`config.mk`:
```
export PLATFORM = sky130hd
export DESIGN_NAME = pe_ctrl_top
export DESIGN_NICKNAME = d
export VERILOG_FILES = /design/src/source/pe_ctrl_pkg.sv /design/src/source/inst_field_split.sv /design/src/source/src_operand_decode.sv /design/src/source/pe_ctrl_pipe.sv /design/src/source/pe_ctrl_top.sv
export SDC_FILE = /design/constraint.sdc
export NUM_CORES = 1
export LEC_CHECK = 0
export BUFFER_PORTS_ARGS = -buffer_cell sky130_fd_sc_hd__buf_2
export CAP_MARGIN = 0
export CORE_MARGIN = 3
export CORE_UTILIZATION = 49
export CTS_BUF_LIST = sky130_fd_sc_hd__clkbuf_4 sky130_fd_sc_hd__clkbuf_8
export CTS_CLUSTER_DIAMETER = 30
export CTS_CLUSTER_SIZE = 12
export DETAILED_ROUTE_END_ITERATION = 10
export PLACE_DENSITY = 0.88
export SLEW_MARGIN = 10
export SYNTH_ARGS = -nofsm -noshare
export SYNTH_HDL_FRONTEND = slang
export SYNTH_SLANG_ARGS = --single-unit
```
`constraint.sdc`:
```
create_clock -name clk -period 0.9 [get_ports clk]
set_clock_uncertainty 0.15 [all_clocks]
set_input_delay 0.18 -clock clk [delete_from_list [all_inputs] [get_ports clk]]
set_output_delay 0.18 -clock clk [all_outputs]
set_load 0.01 [all_outputs]
```
`src/source/pe_ctrl_pkg.sv`:
```
`default_nettype none

package pe_ctrl_pkg;

	// --------------------
	// field widths
	// --------------------
	localparam int inst_len = 44;
	localparam int fn_len = 3;
	localparam int name_len = 3;
	localparam int index_len = 8;
	localparam int weight_addr_len = 5;
	localparam int data_addr_len = 5;
	localparam int interim_addr_len = 2;
	localparam int meta_addr_len = 2;
	localparam int bus_index_len = 4;
	// bit 0 of a bus index is the strobe slot
	localparam int bus_addr_len = bus_index_len - 1;

	// --------------------
	// field positions, lowest bit of each
	// --------------------
	// built up from bit 0, destinations sit at the bottom of the word
	localparam int dest_gb_bus_index_lsb = 0;
	localparam int dest_pe_bus_index_lsb = dest_gb_bus_index_lsb + bus_index_len;
	localparam int dest_pu_neigh_bit = dest_pe_bus_index_lsb + bus_index_len;
	localparam int dest_pe_neigh_bit = dest_pu_neigh_bit + 1;
	localparam int dest_weight_addr_lsb = dest_pe_neigh_bit + 1;
	localparam int dest_weight_wrt_bit = dest_weight_addr_lsb + weight_addr_len;
	localparam int dest_interim_addr_lsb = dest_weight_wrt_bit + 1;
	localparam int dest_interim_wrt_bit = dest_interim_addr_lsb + interim_addr_len;
	localparam int src1_index_lsb = dest_interim_wrt_bit + 1;
	localparam int src1_name_lsb = src1_index_lsb + index_len;
	localparam int src0_index_lsb = src1_name_lsb + name_len;
	localparam int src0_name_lsb = src0_index_lsb + index_len;
	localparam int fn_lsb = src0_name_lsb + name_len;

	// --------------------
	// source namespaces
	// --------------------
	localparam logic [name_len-1:0] ns_none = 3'd0;
	localparam logic [name_len-1:0] ns_weight = 3'd1;
	localparam logic [name_len-1:0] ns_data = 3'd2;
	localparam logic [name_len-1:0] ns_interim = 3'd3;
	localparam logic [name_len-1:0] ns_meta = 3'd4;
	localparam logic [name_len-1:0] ns_neighbor = 3'd5;
	localparam logic [name_len-1:0] ns_bus = 3'd6;

	// routed view of an index
	// side 0 is the PE neighbor or PE bus, side 1 the PU neighbor or global bus
	typedef struct packed {
		logic [index_len-2:0] addr;
		logic side;
	} src_route_t;

	// memory sources read raw low bits, neighbor and bus sources read the routed form
	typedef union packed {
		logic [index_len-1:0] raw;
		src_route_t route;
	} src_index_u;

endpackage

`default_nettype wire

```
`src/source/inst_field_split.sv`:
```
`timescale 1ns/1ps
`default_nettype none

module inst_field_split (
	input  wire [pe_ctrl_pkg::inst_len-1:0] inst_in,
	input  wire inst_in_v,
	output logic [pe_ctrl_pkg::fn_len-1:0] fn,
	output logic [pe_ctrl_pkg::name_len-1:0] src0_name,
	output logic [pe_ctrl_pkg::index_len-1:0] src0_index,
	output logic [pe_ctrl_pkg::name_len-1:0] src1_name,
	output logic [pe_ctrl_pkg::index_len-1:0] src1_index,
	output logic weight_wrt,
	output logic [pe_ctrl_pkg::weight_addr_len-1:0] weight_wrt_addr,
	output logic interim_wrt,
	output logic [pe_ctrl_pkg::interim_addr_len-1:0] interim_wrt_addr,
	output logic pe_neigh_wrt,
	output logic pu_neigh_wrt,
	output logic pe_bus_wrt,
	output logic gb_bus_wrt,
	output logic [pe_ctrl_pkg::bus_addr_len-1:0] pe_bus_wrt_addr,
	output logic [pe_ctrl_pkg::bus_addr_len-1:0] gb_bus_wrt_addr,
	output logic eol
);

	// raw destination flags, before valid gating
	logic dest_weight;
	logic dest_interim;
	logic dest_pe_neigh;
	logic dest_pu_neigh;
	logic [pe_ctrl_pkg::bus_addr_len-1:0] pe_bus_dest;
	logic [pe_ctrl_pkg::bus_addr_len-1:0] gb_bus_dest;

	// --------------------
	// source and function fields
	// --------------------
	assign fn = inst_in[pe_ctrl_pkg::fn_lsb +: pe_ctrl_pkg::fn_len];
	assign src0_name = inst_in[pe_ctrl_pkg::src0_name_lsb +: pe_ctrl_pkg::name_len];
	assign src0_index = inst_in[pe_ctrl_pkg::src0_index_lsb +: pe_ctrl_pkg::index_len];
	assign src1_name = inst_in[pe_ctrl_pkg::src1_name_lsb +: pe_ctrl_pkg::name_len];
	assign src1_index = inst_in[pe_ctrl_pkg::src1_index_lsb +: pe_ctrl_pkg::index_len];

	// --------------------
	// destinations
	// --------------------
	assign dest_weight = inst_in[pe_ctrl_pkg::dest_weight_wrt_bit];
	assign dest_interim = inst_in[pe_ctrl_pkg::dest_interim_wrt_bit];
	assign dest_pe_neigh = inst_in[pe_ctrl_pkg::dest_pe_neigh_bit];
	assign dest_pu_neigh = inst_in[pe_ctrl_pkg::dest_pu_neigh_bit];
	// upper three bits of each bus index, zero means no bus write
	assign pe_bus_dest = inst_in[pe_ctrl_pkg::dest_pe_bus_index_lsb + 1 +: pe_ctrl_pkg::bus_addr_len];
	assign gb_bus_dest = inst_in[pe_ctrl_pkg::dest_gb_bus_index_lsb + 1 +: pe_ctrl_pkg::bus_addr_len];

	assign weight_wrt = dest_weight && inst_in_v;
	assign interim_wrt = dest_interim && inst_in_v;
	assign pe_neigh_wrt = dest_pe_neigh && inst_in_v;
	assign pu_neigh_wrt = dest_pu_neigh && inst_in_v;
	assign pe_bus_wrt = (|pe_bus_dest) && inst_in_v;
	assign gb_bus_wrt = (|gb_bus_dest) && inst_in_v;

	assign weight_wrt_addr = weight_wrt ?
		inst_in[pe_ctrl_pkg::dest_weight_addr_lsb +: pe_ctrl_pkg::weight_addr_len] : '0;
	assign interim_wrt_addr = interim_wrt ?
		inst_in[pe_ctrl_pkg::dest_interim_addr_lsb +: pe_ctrl_pkg::interim_addr_len] : '0;
	assign pe_bus_wrt_addr = pe_bus_wrt ? pe_bus_dest : '0;
	assign gb_bus_wrt_addr = gb_bus_wrt ? gb_bus_dest : '0;

	// end of list: nothing read, nothing written
	assign eol = inst_in_v
		&& (src0_name == pe_ctrl_pkg::ns_none)
		&& (src1_name == pe_ctrl_pkg::ns_none)
		&& !(dest_weight || dest_interim || dest_pe_neigh || dest_pu_neigh)
		&& !((|pe_bus_dest) || (|gb_bus_dest));

endmodule

`default_nettype wire

```
`src/source/src_operand_decode.sv`:
```
`timescale 1ns/1ps
`default_nettype none

module src_operand_decode (
	input  wire [pe_ctrl_pkg::name_len-1:0] name,
	input  wire pe_ctrl_pkg::src_index_u index,
	input  wire valid,
	output logic [pe_ctrl_pkg::data_addr_len-1:0] data_rd_addr,
	output logic [pe_ctrl_pkg::weight_addr_len-1:0] weight_rd_addr,
	output logic [pe_ctrl_pkg::interim_addr_len-1:0] interim_rd_addr,
	output logic [pe_ctrl_pkg::meta_addr_len-1:0] meta_rd_addr,
	output logic pe_neigh_rq,
	output logic pu_neigh_rq,
	output logic pe_bus_rq,
	output logic gb_bus_rq,
	output logic [pe_ctrl_pkg::bus_addr_len-1:0] bus_rd_addr,
	output logic rq
);

	logic is_weight;
	logic is_data;
	logic is_interim;
	logic is_meta;
	logic is_neigh;
	logic is_bus;

	// --------------------
	// name decode
	// --------------------
	assign is_weight = (name == pe_ctrl_pkg::ns_weight);
	assign is_data = (name == pe_ctrl_pkg::ns_data);
	assign is_interim = (name == pe_ctrl_pkg::ns_interim);
	assign is_meta = (name == pe_ctrl_pkg::ns_meta);
	assign is_neigh = (name == pe_ctrl_pkg::ns_neighbor);
	assign is_bus = (name == pe_ctrl_pkg::ns_bus);

	// --------------------
	// memory reads, raw view
	// --------------------
	// only the matching memory sees a non-zero address
	assign data_rd_addr = is_data ? index.raw[pe_ctrl_pkg::data_addr_len-1:0] : '0;
	assign weight_rd_addr = is_weight ? index.raw[pe_ctrl_pkg::weight_addr_len-1:0] : '0;
	assign interim_rd_addr = is_interim ?
		index.raw[pe_ctrl_pkg::interim_addr_len-1:0] : '0;
	assign meta_rd_addr = is_meta ? index.raw[pe_ctrl_pkg::meta_addr_len-1:0] : '0;

	// --------------------
	// neighbor and bus, routed view
	// --------------------
	assign pe_neigh_rq = valid && is_neigh && !index.route.side;
	assign pu_neigh_rq = valid && is_neigh && index.route.side;
	assign pe_bus_rq = valid && is_bus && !index.route.side;
	assign gb_bus_rq = valid && is_bus && index.route.side;

	// bus slot number sits just above the side bit
	assign bus_rd_addr = is_bus ? index.route.addr[pe_ctrl_pkg::bus_addr_len-1:0] : '0;

	assign rq = valid && (name != pe_ctrl_pkg::ns_none);

	// one source feeds at most one data path
	always_comb
	begin
		a_one_rq: assert ($onehot0({pe_neigh_rq, pu_neigh_rq, pe_bus_rq, gb_bus_rq}))
			else $error("src_operand_decode: more than one path request");
	end

endmodule

`default_nettype wire

```
`src/source/pe_ctrl_pipe.sv`:
```
`timescale 1ns/1ps
`default_nettype none

module pe_ctrl_pipe (
	input  wire clk,
	input  wire arst_n,
	input  wire eoc,
	input  wire advance,
	input  wire inst_v,
	input  wire [pe_ctrl_pkg::fn_len-1:0] fn_d,
	input  wire weight_wrt_d,
	input  wire [pe_ctrl_pkg::weight_addr_len-1:0] weight_wrt_addr_d,
	input  wire interim_wrt_d,
	input  wire [pe_ctrl_pkg::interim_addr_len-1:0] interim_wrt_addr_d,
	input  wire pe_neigh_wrt_d,
	input  wire pu_neigh_wrt_d,
	input  wire [pe_ctrl_pkg::bus_index_len-1:0] pe_bus_wrt_addr_d,
	input  wire [pe_ctrl_pkg::bus_index_len-1:0] gb_bus_wrt_addr_d,
	input  wire [pe_ctrl_pkg::data_addr_len-1:0] data_rd_addr_d,
	input  wire [pe_ctrl_pkg::weight_addr_len-1:0] weight_rd_addr_d,
	input  wire [pe_ctrl_pkg::interim_addr_len-1:0] interim_rd_addr0_d,
	input  wire [pe_ctrl_pkg::interim_addr_len-1:0] interim_rd_addr1_d,
	input  wire [pe_ctrl_pkg::meta_addr_len-1:0] meta_rd_addr_d,
	input  wire pe_neigh_data_rq_d,
	input  wire pu_neigh_data_rq_d,
	input  wire pe_bus_data_rq_d,
	input  wire gb_bus_data_rq_d,
	input  wire [pe_ctrl_pkg::bus_addr_len-1:0] bus_rd_addr_d,
	input  wire src0_rq_d,
	input  wire src1_rq_d,
	input  wire [pe_ctrl_pkg::index_len-1:0] src0_index_d,
	input  wire [pe_ctrl_pkg::index_len-1:0] src1_index_d,
	input  wire [pe_ctrl_pkg::name_len-1:0] src0_name_d,
	input  wire [pe_ctrl_pkg::name_len-1:0] src1_name_d,
	input  wire eol_d,
	output logic [pe_ctrl_pkg::fn_len-1:0] pe_compute_fn,
	output logic inst_out_v,
	output logic weight_wrt,
	output logic [pe_ctrl_pkg::weight_addr_len-1:0] weight_wrt_addr,
	output logic interim_wrt,
	output logic [pe_ctrl_pkg::interim_addr_len-1:0] interim_wrt_addr,
	output logic pe_neigh_wrt,
	output logic pu_neigh_wrt,
	output logic [pe_ctrl_pkg::bus_index_len-1:0] pe_bus_wrt_addr,
	output logic [pe_ctrl_pkg::bus_index_len-1:0] gb_bus_wrt_addr,
	output logic [pe_ctrl_pkg::data_addr_len-1:0] data_rd_addr,
	output logic [pe_ctrl_pkg::weight_addr_len-1:0] weight_rd_addr,
	output logic [pe_ctrl_pkg::interim_addr_len-1:0] interim_rd_addr0,
	output logic [pe_ctrl_pkg::interim_addr_len-1:0] interim_rd_addr1,
	output logic [pe_ctrl_pkg::meta_addr_len-1:0] meta_rd_addr,
	output logic pe_neigh_data_rq,
	output logic pu_neigh_data_rq,
	output logic pe_bus_data_rq,
	output logic gb_bus_data_rq,
	output logic [pe_ctrl_pkg::bus_addr_len-1:0] pe_bus_rd_addr,
	output logic [pe_ctrl_pkg::bus_addr_len-1:0] gb_bus_rd_addr,
	output logic src0_rq,
	output logic src1_rq,
	output logic [pe_ctrl_pkg::index_len-1:0] src0_index,
	output logic [pe_ctrl_pkg::index_len-1:0] src1_index,
	output logic [pe_ctrl_pkg::name_len-1:0] src0_name,
	output logic [pe_ctrl_pkg::name_len-1:0] src1_name,
	output logic inst_eol
);

	// stage 1 copies of everything that leaves from stage 2
	logic s1_v;
	logic [pe_ctrl_pkg::fn_len-1:0] s1_fn;
	logic s1_weight_wrt;
	logic [pe_ctrl_pkg::weight_addr_len-1:0] s1_weight_wrt_addr;
	logic s1_interim_wrt;
	logic [pe_ctrl_pkg::interim_addr_len-1:0] s1_interim_wrt_addr;
	logic s1_pe_neigh_wrt;
	logic s1_pu_neigh_wrt;
	logic [pe_ctrl_pkg::bus_index_len-1:0] s1_pe_bus_wrt_addr;
	logic [pe_ctrl_pkg::bus_index_len-1:0] s1_gb_bus_wrt_addr;
	logic s1_pe_neigh_rq;
	logic s1_pu_neigh_rq;
	logic s1_pe_bus_rq;
	logic s1_gb_bus_rq;
	logic [pe_ctrl_pkg::bus_addr_len-1:0] s1_bus_rd_addr;
	logic [pe_ctrl_pkg::bus_addr_len-1:0] s2_bus_rd_addr;
	logic s1_src0_rq;
	logic s1_src1_rq;
	logic [pe_ctrl_pkg::index_len-1:0] s1_src0_index;
	logic [pe_ctrl_pkg::index_len-1:0] s1_src1_index;
	logic s1_eol;

	// --------------------
	// stage 1
	// --------------------
	// read addresses leave here, the memories add their own cycle
	always_ff @(posedge clk or negedge arst_n)
	begin
		if (!arst_n)
		begin
			{s1_v, s1_fn, s1_eol, s1_weight_wrt, s1_weight_wrt_addr} <= '0;
			{s1_interim_wrt, s1_interim_wrt_addr, s1_pe_neigh_wrt, s1_pu_neigh_wrt} <= '0;
			{s1_pe_bus_wrt_addr, s1_gb_bus_wrt_addr, s1_bus_rd_addr} <= '0;
			{s1_pe_neigh_rq, s1_pu_neigh_rq, s1_pe_bus_rq, s1_gb_bus_rq} <= '0;
			{s1_src0_rq, s1_src1_rq, s1_src0_index, s1_src1_index} <= '0;
			{data_rd_addr, weight_rd_addr, interim_rd_addr0, interim_rd_addr1} <= '0;
			{meta_rd_addr, src0_name, src1_name} <= '0;
		end
		else if (eoc)
		begin
			{s1_v, s1_fn, s1_eol, s1_weight_wrt, s1_weight_wrt_addr} <= '0;
			{s1_interim_wrt, s1_interim_wrt_addr, s1_pe_neigh_wrt, s1_pu_neigh_wrt} <= '0;
			{s1_pe_bus_wrt_addr, s1_gb_bus_wrt_addr, s1_bus_rd_addr} <= '0;
			{s1_pe_neigh_rq, s1_pu_neigh_rq, s1_pe_bus_rq, s1_gb_bus_rq} <= '0;
			{s1_src0_rq, s1_src1_rq, s1_src0_index, s1_src1_index} <= '0;
			{data_rd_addr, weight_rd_addr, interim_rd_addr0, interim_rd_addr1} <= '0;
			{meta_rd_addr, src0_name, src1_name} <= '0;
		end
		else if (advance)
		begin
			s1_v <= inst_v;
			s1_fn <= fn_d;
			s1_eol <= eol_d;
			s1_weight_wrt <= weight_wrt_d;
			s1_weight_wrt_addr <= weight_wrt_addr_d;
			s1_interim_wrt <= interim_wrt_d;
			s1_interim_wrt_addr <= interim_wrt_addr_d;
			s1_pe_neigh_wrt <= pe_neigh_wrt_d;
			s1_pu_neigh_wrt <= pu_neigh_wrt_d;
			s1_pe_bus_wrt_addr <= pe_bus_wrt_addr_d;
			s1_gb_bus_wrt_addr <= gb_bus_wrt_addr_d;
			s1_bus_rd_addr <= bus_rd_addr_d;
			s1_pe_neigh_rq <= pe_neigh_data_rq_d;
			s1_pu_neigh_rq <= pu_neigh_data_rq_d;
			s1_pe_bus_rq <= pe_bus_data_rq_d;
			s1_gb_bus_rq <= gb_bus_data_rq_d;
			s1_src0_rq <= src0_rq_d;
			s1_src1_rq <= src1_rq_d;
			s1_src0_index <= src0_index_d;
			s1_src1_index <= src1_index_d;
			data_rd_addr <= data_rd_addr_d;
			weight_rd_addr <= weight_rd_addr_d;
			interim_rd_addr0 <= interim_rd_addr0_d;
			interim_rd_addr1 <= interim_rd_addr1_d;
			meta_rd_addr <= meta_rd_addr_d;
			src0_name <= src0_name_d;
			src1_name <= src1_name_d;
		end
	end

	// --------------------
	// stage 2
	// --------------------
	always_ff @(posedge clk or negedge arst_n)
	begin
		if (!arst_n)
		begin
			{inst_out_v, pe_compute_fn, inst_eol, weight_wrt, weight_wrt_addr} <= '0;
			{interim_wrt, interim_wrt_addr, pe_neigh_wrt, pu_neigh_wrt} <= '0;
			{pe_bus_wrt_addr, gb_bus_wrt_addr, s2_bus_rd_addr} <= '0;
			{pe_neigh_data_rq, pu_neigh_data_rq, pe_bus_data_rq, gb_bus_data_rq} <= '0;
			{src0_rq, src1_rq, src0_index, src1_index} <= '0;
		end
		else if (eoc)
		begin
			{inst_out_v, pe_compute_fn, inst_eol, weight_wrt, weight_wrt_addr} <= '0;
			{interim_wrt, interim_wrt_addr, pe_neigh_wrt, pu_neigh_wrt} <= '0;
			{pe_bus_wrt_addr, gb_bus_wrt_addr, s2_bus_rd_addr} <= '0;
			{pe_neigh_data_rq, pu_neigh_data_rq, pe_bus_data_rq, gb_bus_data_rq} <= '0;
			{src0_rq, src1_rq, src0_index, src1_index} <= '0;
		end
		else if (advance)
		begin
			inst_out_v <= s1_v;
			pe_compute_fn <= s1_fn;
			inst_eol <= s1_eol;
			weight_wrt <= s1_weight_wrt;
			weight_wrt_addr <= s1_weight_wrt_addr;
			interim_wrt <= s1_interim_wrt;
			interim_wrt_addr <= s1_interim_wrt_addr;
			pe_neigh_wrt <= s1_pe_neigh_wrt;
			pu_neigh_wrt <= s1_pu_neigh_wrt;
			pe_bus_wrt_addr <= s1_pe_bus_wrt_addr;
			gb_bus_wrt_addr <= s1_gb_bus_wrt_addr;
			s2_bus_rd_addr <= s1_bus_rd_addr;
			pe_neigh_data_rq <= s1_pe_neigh_rq;
			pu_neigh_data_rq <= s1_pu_neigh_rq;
			pe_bus_data_rq <= s1_pe_bus_rq;
			gb_bus_data_rq <= s1_gb_bus_rq;
			src0_rq <= s1_src0_rq;
			src1_rq <= s1_src1_rq;
			src0_index <= s1_src0_index;
			src1_index <= s1_src1_index;
		end
	end

	// both buses read the same slot, the request picks which bus answers
	assign pe_bus_rd_addr = s2_bus_rd_addr;
	assign gb_bus_rd_addr = s2_bus_rd_addr;

	// back-pressure freezes the outputs seen by the core
	a_stage2_hold: assert property (@(posedge clk) disable iff (!arst_n)
		(!advance && !eoc) |=> $stable({inst_out_v, pe_compute_fn, inst_eol,
			weight_wrt, weight_wrt_addr, interim_wrt, interim_wrt_addr,
			pe_neigh_wrt, pu_neigh_wrt, pe_bus_wrt_addr, gb_bus_wrt_addr,
			pe_neigh_data_rq, pu_neigh_data_rq, pe_bus_data_rq, gb_bus_data_rq,
			s2_bus_rd_addr, src0_rq, src1_rq, src0_index, src1_index}))
		else $error("pe_ctrl_pipe: stage 2 moved while stalled");

endmodule

`default_nettype wire

```
`src/source/pe_ctrl_top.sv`:
```
`timescale 1ns/1ps
`default_nettype none

module pe_ctrl_top (
	input  wire clk,
	input  wire arst_n,
	input  wire eoc,
	input  wire [pe_ctrl_pkg::inst_len-1:0] inst_in,
	input  wire inst_in_v,
	input  wire inst_stall,
	input  wire bus_contention,
	output logic [pe_ctrl_pkg::fn_len-1:0] pe_compute_fn,
	output logic inst_out_v,
	output logic weight_wrt,
	output logic [pe_ctrl_pkg::weight_addr_len-1:0] weight_wrt_addr,
	output logic interim_wrt,
	output logic [pe_ctrl_pkg::interim_addr_len-1:0] interim_wrt_addr,
	output logic pe_neigh_wrt,
	output logic pu_neigh_wrt,
	output logic [pe_ctrl_pkg::bus_index_len-1:0] pe_bus_wrt_addr,
	output logic [pe_ctrl_pkg::bus_index_len-1:0] gb_bus_wrt_addr,
	output logic [pe_ctrl_pkg::data_addr_len-1:0] data_rd_addr,
	output logic [pe_ctrl_pkg::weight_addr_len-1:0] weight_rd_addr,
	output logic [pe_ctrl_pkg::interim_addr_len-1:0] interim_rd_addr0,
	output logic [pe_ctrl_pkg::interim_addr_len-1:0] interim_rd_addr1,
	output logic [pe_ctrl_pkg::meta_addr_len-1:0] meta_rd_addr,
	output logic pe_neigh_data_rq,
	output logic pu_neigh_data_rq,
	output logic pe_bus_data_rq,
	output logic gb_bus_data_rq,
	output logic [pe_ctrl_pkg::bus_addr_len-1:0] pe_bus_rd_addr,
	output logic [pe_ctrl_pkg::bus_addr_len-1:0] gb_bus_rd_addr,
	output logic src0_rq,
	output logic src1_rq,
	output logic [pe_ctrl_pkg::index_len-1:0] src0_index,
	output logic [pe_ctrl_pkg::index_len-1:0] src1_index,
	output logic [pe_ctrl_pkg::name_len-1:0] src0_name,
	output logic [pe_ctrl_pkg::name_len-1:0] src1_name,
	output logic inst_eol
);

	logic advance;

	// decoded word, ahead of the pipeline
	logic [pe_ctrl_pkg::fn_len-1:0] fn_d;
	logic [pe_ctrl_pkg::name_len-1:0] src0_name_d;
	logic [pe_ctrl_pkg::name_len-1:0] src1_name_d;
	logic [pe_ctrl_pkg::index_len-1:0] src0_index_d;
	logic [pe_ctrl_pkg::index_len-1:0] src1_index_d;
	logic weight_wrt_d;
	logic interim_wrt_d;
	logic pe_neigh_wrt_d;
	logic pu_neigh_wrt_d;
	logic pe_bus_wrt;
	logic gb_bus_wrt;
	logic eol_d;
	logic [pe_ctrl_pkg::weight_addr_len-1:0] weight_wrt_addr_d;
	logic [pe_ctrl_pkg::interim_addr_len-1:0] interim_wrt_addr_d;
	logic [pe_ctrl_pkg::bus_addr_len-1:0] pe_bus_dest_addr;
	logic [pe_ctrl_pkg::bus_addr_len-1:0] gb_bus_dest_addr;
	logic [pe_ctrl_pkg::bus_index_len-1:0] pe_bus_wrt_addr_d;
	logic [pe_ctrl_pkg::bus_index_len-1:0] gb_bus_wrt_addr_d;

	// per source decode results, index 0 and 1
	logic [pe_ctrl_pkg::data_addr_len-1:0] src_data_rd [2];
	logic [pe_ctrl_pkg::weight_addr_len-1:0] src_weight_rd [2];
	logic [pe_ctrl_pkg::interim_addr_len-1:0] src_interim_rd [2];
	logic [pe_ctrl_pkg::meta_addr_len-1:0] src_meta_rd [2];
	logic [pe_ctrl_pkg::bus_addr_len-1:0] src_bus_rd [2];
	logic [1:0] src_pe_neigh_rq;
	logic [1:0] src_pu_neigh_rq;
	logic [1:0] src_pe_bus_rq;
	logic [1:0] src_gb_bus_rq;

	// merged, into the pipeline
	logic [pe_ctrl_pkg::data_addr_len-1:0] data_rd_addr_d;
	logic [pe_ctrl_pkg::weight_addr_len-1:0] weight_rd_addr_d;
	logic [pe_ctrl_pkg::interim_addr_len-1:0] interim_rd_addr0_d;
	logic [pe_ctrl_pkg::interim_addr_len-1:0] interim_rd_addr1_d;
	logic [pe_ctrl_pkg::meta_addr_len-1:0] meta_rd_addr_d;
	logic [pe_ctrl_pkg::bus_addr_len-1:0] bus_rd_addr_d;
	logic pe_neigh_data_rq_d;
	logic pu_neigh_data_rq_d;
	logic pe_bus_data_rq_d;
	logic gb_bus_data_rq_d;
	logic src0_rq_d;
	logic src1_rq_d;

	assign advance = !(inst_stall || bus_contention);

	inst_field_split split_i (
		.inst_in(inst_in),
		.inst_in_v(inst_in_v),
		.fn(fn_d),
		.src0_name(src0_name_d),
		.src0_index(src0_index_d),
		.src1_name(src1_name_d),
		.src1_index(src1_index_d),
		.weight_wrt(weight_wrt_d),
		.weight_wrt_addr(weight_wrt_addr_d),
		.interim_wrt(interim_wrt_d),
		.interim_wrt_addr(interim_wrt_addr_d),
		.pe_neigh_wrt(pe_neigh_wrt_d),
		.pu_neigh_wrt(pu_neigh_wrt_d),
		.pe_bus_wrt(pe_bus_wrt),
		.gb_bus_wrt(gb_bus_wrt),
		.pe_bus_wrt_addr(pe_bus_dest_addr),
		.gb_bus_wrt_addr(gb_bus_dest_addr),
		.eol(eol_d)
	);

	// bus write strobe rides in bit 0
	assign pe_bus_wrt_addr_d = {pe_bus_dest_addr, pe_bus_wrt};
	assign gb_bus_wrt_addr_d = {gb_bus_dest_addr, gb_bus_wrt};

	// --------------------
	// source decode
	// --------------------
	src_operand_decode src0_dec_i (
		.name(src0_name_d),
		.index(src0_index_d),
		.valid(inst_in_v),
		.data_rd_addr(src_data_rd[0]),
		.weight_rd_addr(src_weight_rd[0]),
		.interim_rd_addr(src_interim_rd[0]),
		.meta_rd_addr(src_meta_rd[0]),
		.pe_neigh_rq(src_pe_neigh_rq[0]),
		.pu_neigh_rq(src_pu_neigh_rq[0]),
		.pe_bus_rq(src_pe_bus_rq[0]),
		.gb_bus_rq(src_gb_bus_rq[0]),
		.bus_rd_addr(src_bus_rd[0]),
		.rq(src0_rq_d)
	);

	src_operand_decode src1_dec_i (
		.name(src1_name_d),
		.index(src1_index_d),
		.valid(inst_in_v),
		.data_rd_addr(src_data_rd[1]),
		.weight_rd_addr(src_weight_rd[1]),
		.interim_rd_addr(src_interim_rd[1]),
		.meta_rd_addr(src_meta_rd[1]),
		.pe_neigh_rq(src_pe_neigh_rq[1]),
		.pu_neigh_rq(src_pu_neigh_rq[1]),
		.pe_bus_rq(src_pe_bus_rq[1]),
		.gb_bus_rq(src_gb_bus_rq[1]),
		.bus_rd_addr(src_bus_rd[1]),
		.rq(src1_rq_d)
	);

	// a non-matching source drives zeros, so OR merges cleanly
	assign data_rd_addr_d = src_data_rd[0] | src_data_rd[1];
	assign weight_rd_addr_d = src_weight_rd[0] | src_weight_rd[1];
	assign meta_rd_addr_d = src_meta_rd[0] | src_meta_rd[1];
	assign bus_rd_addr_d = src_bus_rd[0] | src_bus_rd[1];
	// interim has one read port per source
	assign interim_rd_addr0_d = src_interim_rd[0];
	assign interim_rd_addr1_d = src_interim_rd[1];
	assign pe_neigh_data_rq_d = |src_pe_neigh_rq;
	assign pu_neigh_data_rq_d = |src_pu_neigh_rq;
	assign pe_bus_data_rq_d = |src_pe_bus_rq;
	assign gb_bus_data_rq_d = |src_gb_bus_rq;

	pe_ctrl_pipe pipe_i (
		.inst_v(inst_in_v),
		.*
	);

	// an end-of-list word never carries a write down the pipe
	a_eol_no_wrt: assert property (@(posedge clk) disable iff (!arst_n)
		inst_eol |-> !(weight_wrt || interim_wrt || pe_neigh_wrt || pu_neigh_wrt
			|| pe_bus_wrt_addr[0] || gb_bus_wrt_addr[0]))
		else $error("pe_ctrl_top: inst_eol with a write strobe");

endmodule

`default_nettype wire

```
==> tab_implementation.tex, run 1 <==
\begin{tabular}{lr}
\hline
Metric & Value \\
\hline
\multicolumn{2}{l}{\textbf{Setup path}} \\
\quad Critical Path Max Stage Delay & $\sim$0.46 ns \\
\quad Endpoint required time on the critical path & about 0.57 ns \\
\quad Reg2Reg Capture Point & pipe\_i.data\_rd\_addr[4]\$\_DFFE\_PN0P\_ \\
\quad Critical path peak fanout & 2 \\
\quad Worst-case register-to-register setup slack & -0.34 ns \\
\quad Cell class contributing the biggest share of worst-path delay & flip-flops \\
\quad Crit Path Class & reg2out \\
\quad R2r worst-path depth & 3 \\
\quad Critical-path cell list & buf\_6 \\
\quad Worst Path Buf+Inv & 1 \\
\quad Signal arrival time at the worst endpoint & 1.05 ns \\
\quad Critical Path Slowest Stage Cell & sky130\_fd\_sc\_hd\_\_dfrtp\_1 \\
\quad Worst Setup Start Kind & flip-flop \\
\quad Nature of the critical path endpoint & output port \\
\quad Startpoint of the worst register-to-register path & pipe\_i.data\_rd\_addr[4]\$\_DFFE\_PN0P\_ \\
\multicolumn{2}{l}{\textbf{Hold path}} \\
\quad Number of cells on the worst hold path & 3 \\
\quad Worst min-delay path class & in2reg \\
\quad Beginning of the worst hold path & inst\_in[20] \\
\quad Capture endpoint of the worst hold path & pipe\_i.data\_rd\_addr[1]\$\_DFFE\_PN0P\_ \\
\multicolumn{2}{l}{\textbf{Finish}} \\
\quad Synthesis-to-finish area growth & 57.2\% \\
\quad Multi-input gate area & 1560 um2 \\
\quad Share of final-layout standard cells stronger than drive strength 1 & between 40\% and 50\% \\
\quad Inserted Diodes & 0 \\
\quad Fill cell instance count of the final layout & between 400 and 500 \\
\quad Final net count & around 640 \\
\quad Combined flip-flop and latch cell area & between 3000 and 4000 um2 \\
\multicolumn{2}{l}{\textbf{Synthesis}} \\
\quad Share of flip-flops with an asynchronous set or reset after synthesis & between 90\% and 100\% \\
\quad Post-synth EDFFs & 0 \\
\quad Leading register cell type out of synthesis & sky130\_fd\_sc\_hd\_\_dfrtp\_1 \\
\quad Fraction of the yosys area taken by sequential cells & 65.3\% \\
\quad Syn Nets & 403 \\
\quad Gate count after technology mapping & about 350 \\
\quad Netlist cell types & 30 \\
\quad Post-synthesis instance area & between 4000 and 5000 um2 \\
\quad Number of synthesized register bits & 120 \\
\quad Average cell area after synthesis & 13.0 um2 \\
\quad Ys Warns & 0 \\
\multicolumn{2}{l}{\textbf{Die}} \\
\quad Vertical die dimension & 103 um \\
\quad Count of standard-cell rows & 34 \\
\quad Die area & 10600 um2 \\
\quad Top-level port count & about 120 \\
\quad Starting density of the core & 51.5\% \\
\quad CORE AREA & a little under 9000 um2 \\
\quad Die outline width & a little over 100 um \\
\multicolumn{2}{l}{\textbf{Clock tree}} \\
\quad CTS H-tree lvls & 4 \\
\quad Number of sinks on the clock net & 120 \\
\quad Clock tree from TritonCTS & yes \\
\quad Number of buffers created by CTS & 17 \\
\quad Root buffer selected by CTS & sky130\_fd\_sc\_hd\_\_clkbuf\_8 \\
\quad Clock slew at the register clock pins of the worst setup and hold paths & $\sim$0.08 ns \\
\quad Insertion delay to the later sink of the worst-skew pair & about 0.44 ns \\
\quad Maximum buffer depth of the clock tree & 2 \\
\multicolumn{2}{l}{\textbf{Outcome}} \\
\quad Status & finished with violations \\
\quad Violated checks & hold timing, setup timing \\
\multicolumn{2}{l}{\textbf{GRT}} \\
\quad Number of global-route vias before repair & 4194 \\
\quad Initial antenna violation count & 0 \\
\quad Wire length of the first global-routing pass & 21600 um \\
\quad GRT overflow & 0 \\
\quad Largest net degree at the start of global routing & 62 \\
\quad Global routing usage summed across all routing layers & 27.0\% \\
\multicolumn{2}{l}{\textbf{Timing}} \\
\quad Slew @ Worst Pin & 0.474 ns \\
\quad Final hold viol count & 32 \\
\quad Worst-case headroom to the max-slew limit & around two thirds \\
\quad Final setup violation count & 162 \\
\quad Smallest setup slack after layout & -0.481 ns \\
\quad Worst hold slack & -0.101 ns \\
\quad Setup repair after global routing missed its margin & yes \\
\quad Number of pins exceeding their max-slew limit in the final report & 0 \\
\quad Peak clock frequency supported by timing & 724 MHz \\
\quad Period utilisation layout & 153\% \\
\quad Min Tclk post-route & 1.38 ns \\
\multicolumn{2}{l}{\textbf{Power}} \\
\quad Static leakage power & roughly 3.8 nW \\
\quad Largest vdd supply drop & 0.00123 V \\
\quad Power density of the placed cells & 1680 nW/um2 \\
\multicolumn{2}{l}{\textbf{Route}} \\
\quad Number of iterations in the first detailed-routing pass & 5 \\
\quad Total Routed Length & 16200 um \\
\quad Final ANT Viol Nets & 0 \\
\quad Vias per cell & 6.20 \\
\quad DR vias & roughly 4.4k \\
\quad Residual DRC count & 0 \\
\quad Wire length per cell after detailed routing & 22.9 um \\
\quad Number of DRC violations after detailed-routing iteration 0 & 390 \\
\multicolumn{2}{l}{\textbf{Place}} \\
\quad Minimum setup slack after placement & -0.509 ns \\
\quad Half-perimeter wire length after detailed placement & 8120 um \\
\quad Port Buffers & 121 \\
\quad Routability Congestion & 0.842 \\
\multicolumn{2}{l}{\textbf{Run}} \\
\quad Max\_cap viols & 0 \\
\hline
\end{tabular}
[cells in the mapped netlist, drive strengths merged (2+ instances only)]
| cell type | count | area [um2] |
|---|---|---|
| dfrtp | 120 | 3000 |
| a22o | 87 | 762 |
| nand2 | 37 | 139 |
| buf | 27 | 143 |
| a32oi | 15 | 131 |
| nand3 | 14 | 70.1 |
| o21ai | 10 | 50.1 |
| clkbuf | 8 | 30.0 |
| nor3 | 5 | 30.0 |
| nor3b | 5 | 37.5 |
| nand3b | 4 | 30.0 |
| a32o | 2 | 20.0 |
| and3b | 2 | 17.5 |
| nand4 | 2 | 12.5 |
| o22ai | 2 | 12.5 |
| or4b | 2 | 23.8 |
[how the worst max path moves through the flow]
stage,from,endpoint,slack [ns],depth (start not counted)
3_3_place_gp,eoc,pipe_i.s1_gb_bus_rq$_DFFE_PN0P_,-0.48,4
3_5_place_dp,eoc,pipe_i.s1_gb_bus_rq$_DFFE_PN0P_,-0.51,4
5_1_grt,pipe_i.data_rd_addr[4]$_DFFE_PN0P_,data_rd_addr[4],-0.49,1
6_report,pipe_i.data_rd_addr[4]$_DFFE_PN0P_,data_rd_addr[4],-0.48,1
2_1_floorplan,eoc,pipe_i.s1_gb_bus_rq$_DFFE_PN0P_,-0.31,3
4_1_cts,pipe_i.gb_bus_rd_addr[2]$_DFFE_PN0P_,gb_bus_rd_addr[2],-0.44,1
[layer usage]
| metal | GRT usage [%] | up-vias | routed length, um |
|---|---|---|---|
| met1 | 34.6 | 2223 | 6300 |
| met3 | 7.37 | 66 | 1130 |
| met2 | 43.2 | 275 | 7980 |
| met5 | 0 | - | 0 |
| met4 | 11.8 | 0 | 766 |
| li1 | - | 1818 | - |
[final cells by class]
| type | count | share of cell area (%) |
|---|---|---|
| multi-input combinational | 197 | 21.5 |
| clock buffer | 17 | 3.23 |
| sequential | 120 | 41.5 |
| clock inverter | 15 | 2.61 |
| tap | 108 | 1.87 |
| timing repair buffer | 249 | 29.2 |
| inverter | 1 | 0.0519 |
[timing repair]
item | CTS | global route
pin swaps | 47 | 55
endpoints found under the setup margin | 90 | 161
resized for setup | 19 | 78
endpoints found under the hold margin | 180 | 39
hold buffers | 26 | 2
cloned | 0 | 3
setup buffers | 44 | 30
[sequential cells by signal, summed over array words and instances, names as in the netlist, 3 cells and up]
| register | count |
|---|---|
| pipe_i.s1_src0_index | 8 |
| pipe_i.s1_src1_index | 8 |
| pipe_i.src0_index | 8 |
| pipe_i.src1_index | 8 |
| pipe_i.data_rd_addr | 5 |
| pipe_i.s1_weight_wrt_addr | 5 |
| pipe_i.weight_rd_addr | 5 |
| pipe_i.weight_wrt_addr | 5 |
| pipe_i.gb_bus_wrt_addr | 4 |
| pipe_i.pe_bus_wrt_addr | 4 |
| pipe_i.s1_gb_bus_wrt_addr | 4 |
| pipe_i.s1_pe_bus_wrt_addr | 4 |
| pipe_i.gb_bus_rd_addr | 3 |
| pipe_i.pe_compute_fn | 3 |
| pipe_i.s1_bus_rd_addr | 3 |
| pipe_i.s1_fn | 3 |
| pipe_i.src0_name | 3 |
| pipe_i.src1_name | 3 |
[where the power goes]
group	switching, mW	internal, mW	total (mW)
sequential	0.0900	5.51	5.60
combinational	0.659	0.587	1.25
clock	2.49	2.80	5.29
total	3.24	8.89	12.1
[logic make-up (layout without fill, tap and decap cells)]
kind of cell / after synthesis / in the layout / synth area share (%)
AOI/OAI and AO/OA: 120 / 120 / 22.0
DFF: 120 / 120 / 65.3
and+or+nand+nor: 77 / 77 / 8.92
buffers and inverters: 36 / 282 / 3.83
[layout by cell type (no fill, tap or decap), drive strengths merged, types with 2 or more instances in the layout]
cell type / count
a32o: 2
nor3b: 5
o21ai: 10
nand4: 2
nand2: 37
dlygate4sd3: 23
clkinvlp: 2
or4b: 2
a22o: 87
nand3: 14
bufinv: 3
dfrtp: 120
nor3: 5
buf: 224
a32oi: 15
inv: 7
clkinv: 4
nand3b: 4
and3b: 2
o22ai: 2
clkbuf: 19
[through the flow]
| stage | instances | cell area (um2) | utilization (%) | TNS, ns | total power, mW |
|---|---|---|---|---|---|
| 2_1_floorplan | 353 | 4770 | - | -23.46 | 6.13 |
| 3_3_place_gp | 588 | 5610 | 62.8 | -45.18 | 6.57 |
| 3_5_place_dp | 588 | 5610 | 62.8 | -48.01 | 6.60 |
| 4_1_cts | 690 | 6710 | 75.1 | -33.58 | 11.9 |
| 5_1_grt | 707 | 7230 | 81.0 | -40.73 | 12.5 |
| 6_report | 707 | 7230 | 81.0 | -36.43 | 12.1 |
(Power assumes the default switching activity.)
==> inputs of run 2 (changes only) <==
CORE_MARGIN = 4   (was 3)
==> run 2 against run 1 <==
Global-route usage up 1.8 points. Sequential power is essentially flat. Largest cell class unchanged. Cell count grew 1.7%. Critical endpoint is now src0_name[1]. First-iteration DRC count rose by 22%. The run still ends with hold timing, setup timing left. Count of clock-buffer cells in the layout up 3. Combinational power rose by 11%.
==> tab_implementation.tex, run 2 (synthesis gave the netlist of run 1 again) <==
\begin{tabular}{lr}
\hline
Metric & Value \\
\hline
\multicolumn{2}{l}{\textbf{Outcome}} \\
\quad Status & finished with violations \\
\quad Violated checks & hold timing, setup timing \\
\multicolumn{2}{l}{\textbf{Die}} \\
\quad Die area & 11000 um2 (+3.9\%) \\
\quad Starting density of the core & 50.0\% (-1.5 points) \\
\quad Die outline width & 105 um (+1.9\%) \\
\quad Vertical die dimension & 105 um (+1.9\%) \\
\quad Count of standard-cell rows & 35 (+2.9\%) \\
\quad Top-level port count & 124 (unchanged) \\
\quad CORE AREA & 9200 um2 (+2.9\%) \\
\multicolumn{2}{l}{\textbf{Power}} \\
\quad Part of the power in combinational logic & 11.6\% (+1.3 points) \\
\quad Part of the total power dissipated in sequential elements & 47.0\% (+0.8 points) \\
\quad Psw & 3.26 mW (+0.68\%) \\
\quad Relative contribution of the clock network to total power & 41.4\% (-2.2 points) \\
\quad Power density of the placed cells & 1640 nW/um2 (-2.5\%) \\
\quad Largest vdd supply drop & 0.000881 V (-28\%) \\
\quad Static leakage power & 3.88 nW (+1.3\%) \\
\quad Cell internal pwr & 8.70 mW (-2.2\%) \\
\quad Switching share of total power & 27.2\% (+0.56 points) \\
\multicolumn{2}{l}{\textbf{GRT}} \\
\quad Initial antenna violation count & 2 (+2) \\
\quad Met3 track utilization from global routing & 6.42\% (-0.95 points) \\
\quad Most Used Layer, Global Route & met2 \\
\quad GR met1 Demand/Resource & 35.9\% (+1.4 points) \\
\quad Largest net degree at the start of global routing & 46 (-26\%) \\
\quad Met2 Track Usage GR & 47.0\% (+3.8 points) \\
\quad Number of global-route vias before repair & 4474 (+6.7\%) \\
\quad Global routing usage summed across all routing layers & 28.8\% (+1.8 points) \\
\quad Wire length of the first global-routing pass & 24500 um (+13\%) \\
\quad GRT overflow & 0 (unchanged) \\
\multicolumn{2}{l}{\textbf{Route}} \\
\quad Residual DRC count & 0 (unchanged) \\
\quad Number of DRC violations after detailed-routing iteration 0 & 474 (+22\%) \\
\quad Final ANT Viol Nets & 0 (unchanged) \\
\quad Number of iterations in the first detailed-routing pass & 5 (unchanged) \\
\quad DR vias & 4748 (+8.4\%) \\
\quad Vias per cell & 6.60 (+6.5\%) \\
\quad Total Routed Length & 19400 um (+20\%) \\
\quad Wire length per cell after detailed routing & 27.0 um (+18\%) \\
\multicolumn{2}{l}{\textbf{Setup path}} \\
\quad Cell class contributing the biggest share of worst-path delay & flip-flops \\
\quad Crit Path Class & reg2out \\
\quad Worst-case register-to-register setup slack & -0.25 ns (+0.09 ns) \\
\quad Critical-path cell list & buf\_2 \\
\quad Critical Path Max Stage Delay & 0.44 ns (-0.02 ns) \\
\quad Endpoint required time on the critical path & 0.57 ns (about the same) \\
\quad R2r worst-path depth & 4 (+1) \\
\quad Startpoint of the worst register-to-register path & pipe\_i.data\_rd\_addr[2]\$\_DFFE\_PN0P\_ \\
\quad Reg2Reg Capture Point & pipe\_i.data\_rd\_addr[2]\$\_DFFE\_PN0P\_ \\
\quad Worst Path Buf+Inv & 1 (unchanged) \\
\quad Critical path peak fanout & 2 (unchanged) \\
\quad Signal arrival time at the worst endpoint & 1.06 ns (about the same) \\
\quad Worst Setup Start Kind & flip-flop \\
\quad Critical Path Slowest Stage Cell & sky130\_fd\_sc\_hd\_\_dfrtp\_1 \\
\quad Nature of the critical path endpoint & output port \\
\multicolumn{2}{l}{\textbf{Hold path}} \\
\quad Capture endpoint of the worst hold path & pipe\_i.s1\_src1\_index[3]\$\_DFFE\_PN0P\_ \\
\quad Worst min-delay path class & in2reg \\
\quad Number of cells on the worst hold path & 2 (-1) \\
\quad Beginning of the worst hold path & inst\_in[22] \\
\multicolumn{2}{l}{\textbf{Place}} \\
\quad Half-perimeter wire length after detailed placement & 8590 um (+5.9\%) \\
\quad Routability Congestion & 0.879 (+4.4\%) \\
\quad Port Buffers & 121 (unchanged) \\
\quad Cell area after placement & 5680 um2 (+1.3\%) \\
\multicolumn{2}{l}{\textbf{Timing}} \\
\quad Min Tclk post-route & 1.39 ns (+0.00578 ns) \\
\quad Period utilisation layout & 154\% (+0.64 points) \\
\quad Setup repair after global routing missed its margin & yes \\
\quad Final setup violation count & 172 (+6.2\%) \\
\quad Number of pins exceeding their max-slew limit in the final report & 0 (unchanged) \\
\quad Smallest setup slack after layout & -0.487 ns (-0.00578 ns) \\
\quad Slew @ Worst Pin & 0.498 ns (+0.0246 ns) \\
\quad Final hold viol count & 22 (-31\%) \\
\quad Worst hold slack & -0.135 ns (-0.0339 ns) \\
\quad Worst-case headroom to the max-slew limit & 66.6\% (-1.6 points) \\
\quad Peak clock frequency supported by timing & 721 MHz (-0.42\%) \\
\multicolumn{2}{l}{\textbf{Finish}} \\
\quad Final net count & 643 (+1.1\%) \\
\quad Most common cell after layout, fill and taps aside & sky130\_fd\_sc\_hd\_\_dfrtp\_1 \\
\quad Synthesis-to-finish area growth & 59.0\% \\
\quad Share of final-layout standard cells stronger than drive strength 1 & 48.7\% (+1.4 points) \\
\quad Post-route standard cell area excluding fillers & 7310 um2 (+1.1\%) \\
\quad Most frequent cells in the layout & sky130\_fd\_sc\_hd\_\_dfrtp\_1, sky130\_fd\_sc\_hd\_\_buf\_2, sky130\_fd\_sc\_hd\_\_a22o\_1, sky130\_fd\_sc\_hd\_\_buf\_6, sky130\_fd\_sc\_hd\_\_buf\_4 \\
\multicolumn{2}{l}{\textbf{Clock tree}} \\
\quad Number of buffers created by CTS & 17 (unchanged) \\
\quad Clock tree from TritonCTS & yes \\
\quad Clock slew at the register clock pins of the worst setup and hold paths & 0.08 ns (about the same) \\
\quad CTS H-tree lvls & 4 (unchanged) \\
\quad Number of sinks on the clock net & 120 (unchanged) \\
\quad Insertion delay to the later sink of the worst-skew pair & 0.44 ns (about the same) \\
\quad Maximum buffer depth of the clock tree & 2 (unchanged) \\
\quad Root buffer selected by CTS & sky130\_fd\_sc\_hd\_\_clkbuf\_8 \\
\multicolumn{2}{l}{\textbf{Run}} \\
\quad Max\_cap viols & 0 (unchanged) \\
\hline
\end{tabular}
run 2: repair_timing:
item | in CTS | in global routing
setup buffers | 42 | 38
endpoints found under the hold margin | 176 | 39
hold buffers | 25 | 3
gates resized for setup | 26 | 72
gates cloned | 0 | 6
pin swaps | 50 | 68
endpoints found under the setup margin | 93 | 179
run 2: how the worst max path moves through the flow:
| stage | slack, ns | to | startpoint | cells past startpoint |
|---|---|---|---|---|
| final | -0.49 | src0_name[1] | pipe_i.src0_name[1]$_DFFE_PN0P_ | 1 |
| after global routing | -0.50 | src0_name[1] | pipe_i.src0_name[1]$_DFFE_PN0P_ | 1 |
| after CTS | -0.44 | pe_bus_rd_addr[1] | pipe_i.gb_bus_rd_addr[1]$_DFFE_PN0P_ | 1 |
| after detailed placement | -0.53 | pipe_i.interim_rd_addr0[0]$_DFFE_PN0P_ | eoc | 4 |
| after global placement | -0.46 | pipe_i.s1_gb_bus_rq$_DFFE_PN0P_ | eoc | 4 |
| after floorplan | -0.31 | pipe_i.s1_gb_bus_rq$_DFFE_PN0P_ | eoc | 3 |
run 2: power groups by stage:
stage / registers (mW) / clock network (mW) / logic, mW
final: 5.62 / 4.96 / 1.39
after global routing: 5.62 / 5.21 / 1.45
after CTS: 5.59 / 4.76 / 1.11
after detailed placement: 5.69 / 0 / 0.937
after global placement: 5.68 / 0 / 0.909
after floorplan: 5.70 / 0 / 0.431
run 2: routing by layer:
metal  vias to the layer above  share of wire [%]  routed length [um]
li1                       1826                  -                   -
met1                      2324                 37                7090
met2                       477                 46                9000
met3                       121                 10                1950
met4                         0                7.1                1380
met5                         -                  0                   0
run 2: metrics by stage:
step	setup WS, ns	TNS [ns]	utilization (%)	power (mW)	std cells
after floorplan	-0.308	-23.46	-	6.13	353
after global placement	-0.464	-44.58	61.8	6.59	595
after detailed placement	-0.531	-47.86	61.8	6.63	595
after CTS	-0.436	-34.22	73.5	11.5	694
after global routing	-0.503	-41.76	79.5	12.3	719
final	-0.487	-38.12	79.5	12.0	719
run 2: cell type report:
cell class                      count  area, um2
Sequential cell                   120       3000
Timing Repair Buffer              255       2180
Fill cell                         455       1880
Multi-Input combinational cell    198       1600
Clock buffer                       20        256
Tap cell                          111        139
Clock inverter                     12        129
Antenna cell                        2       5.00
Inverter                            1       3.75
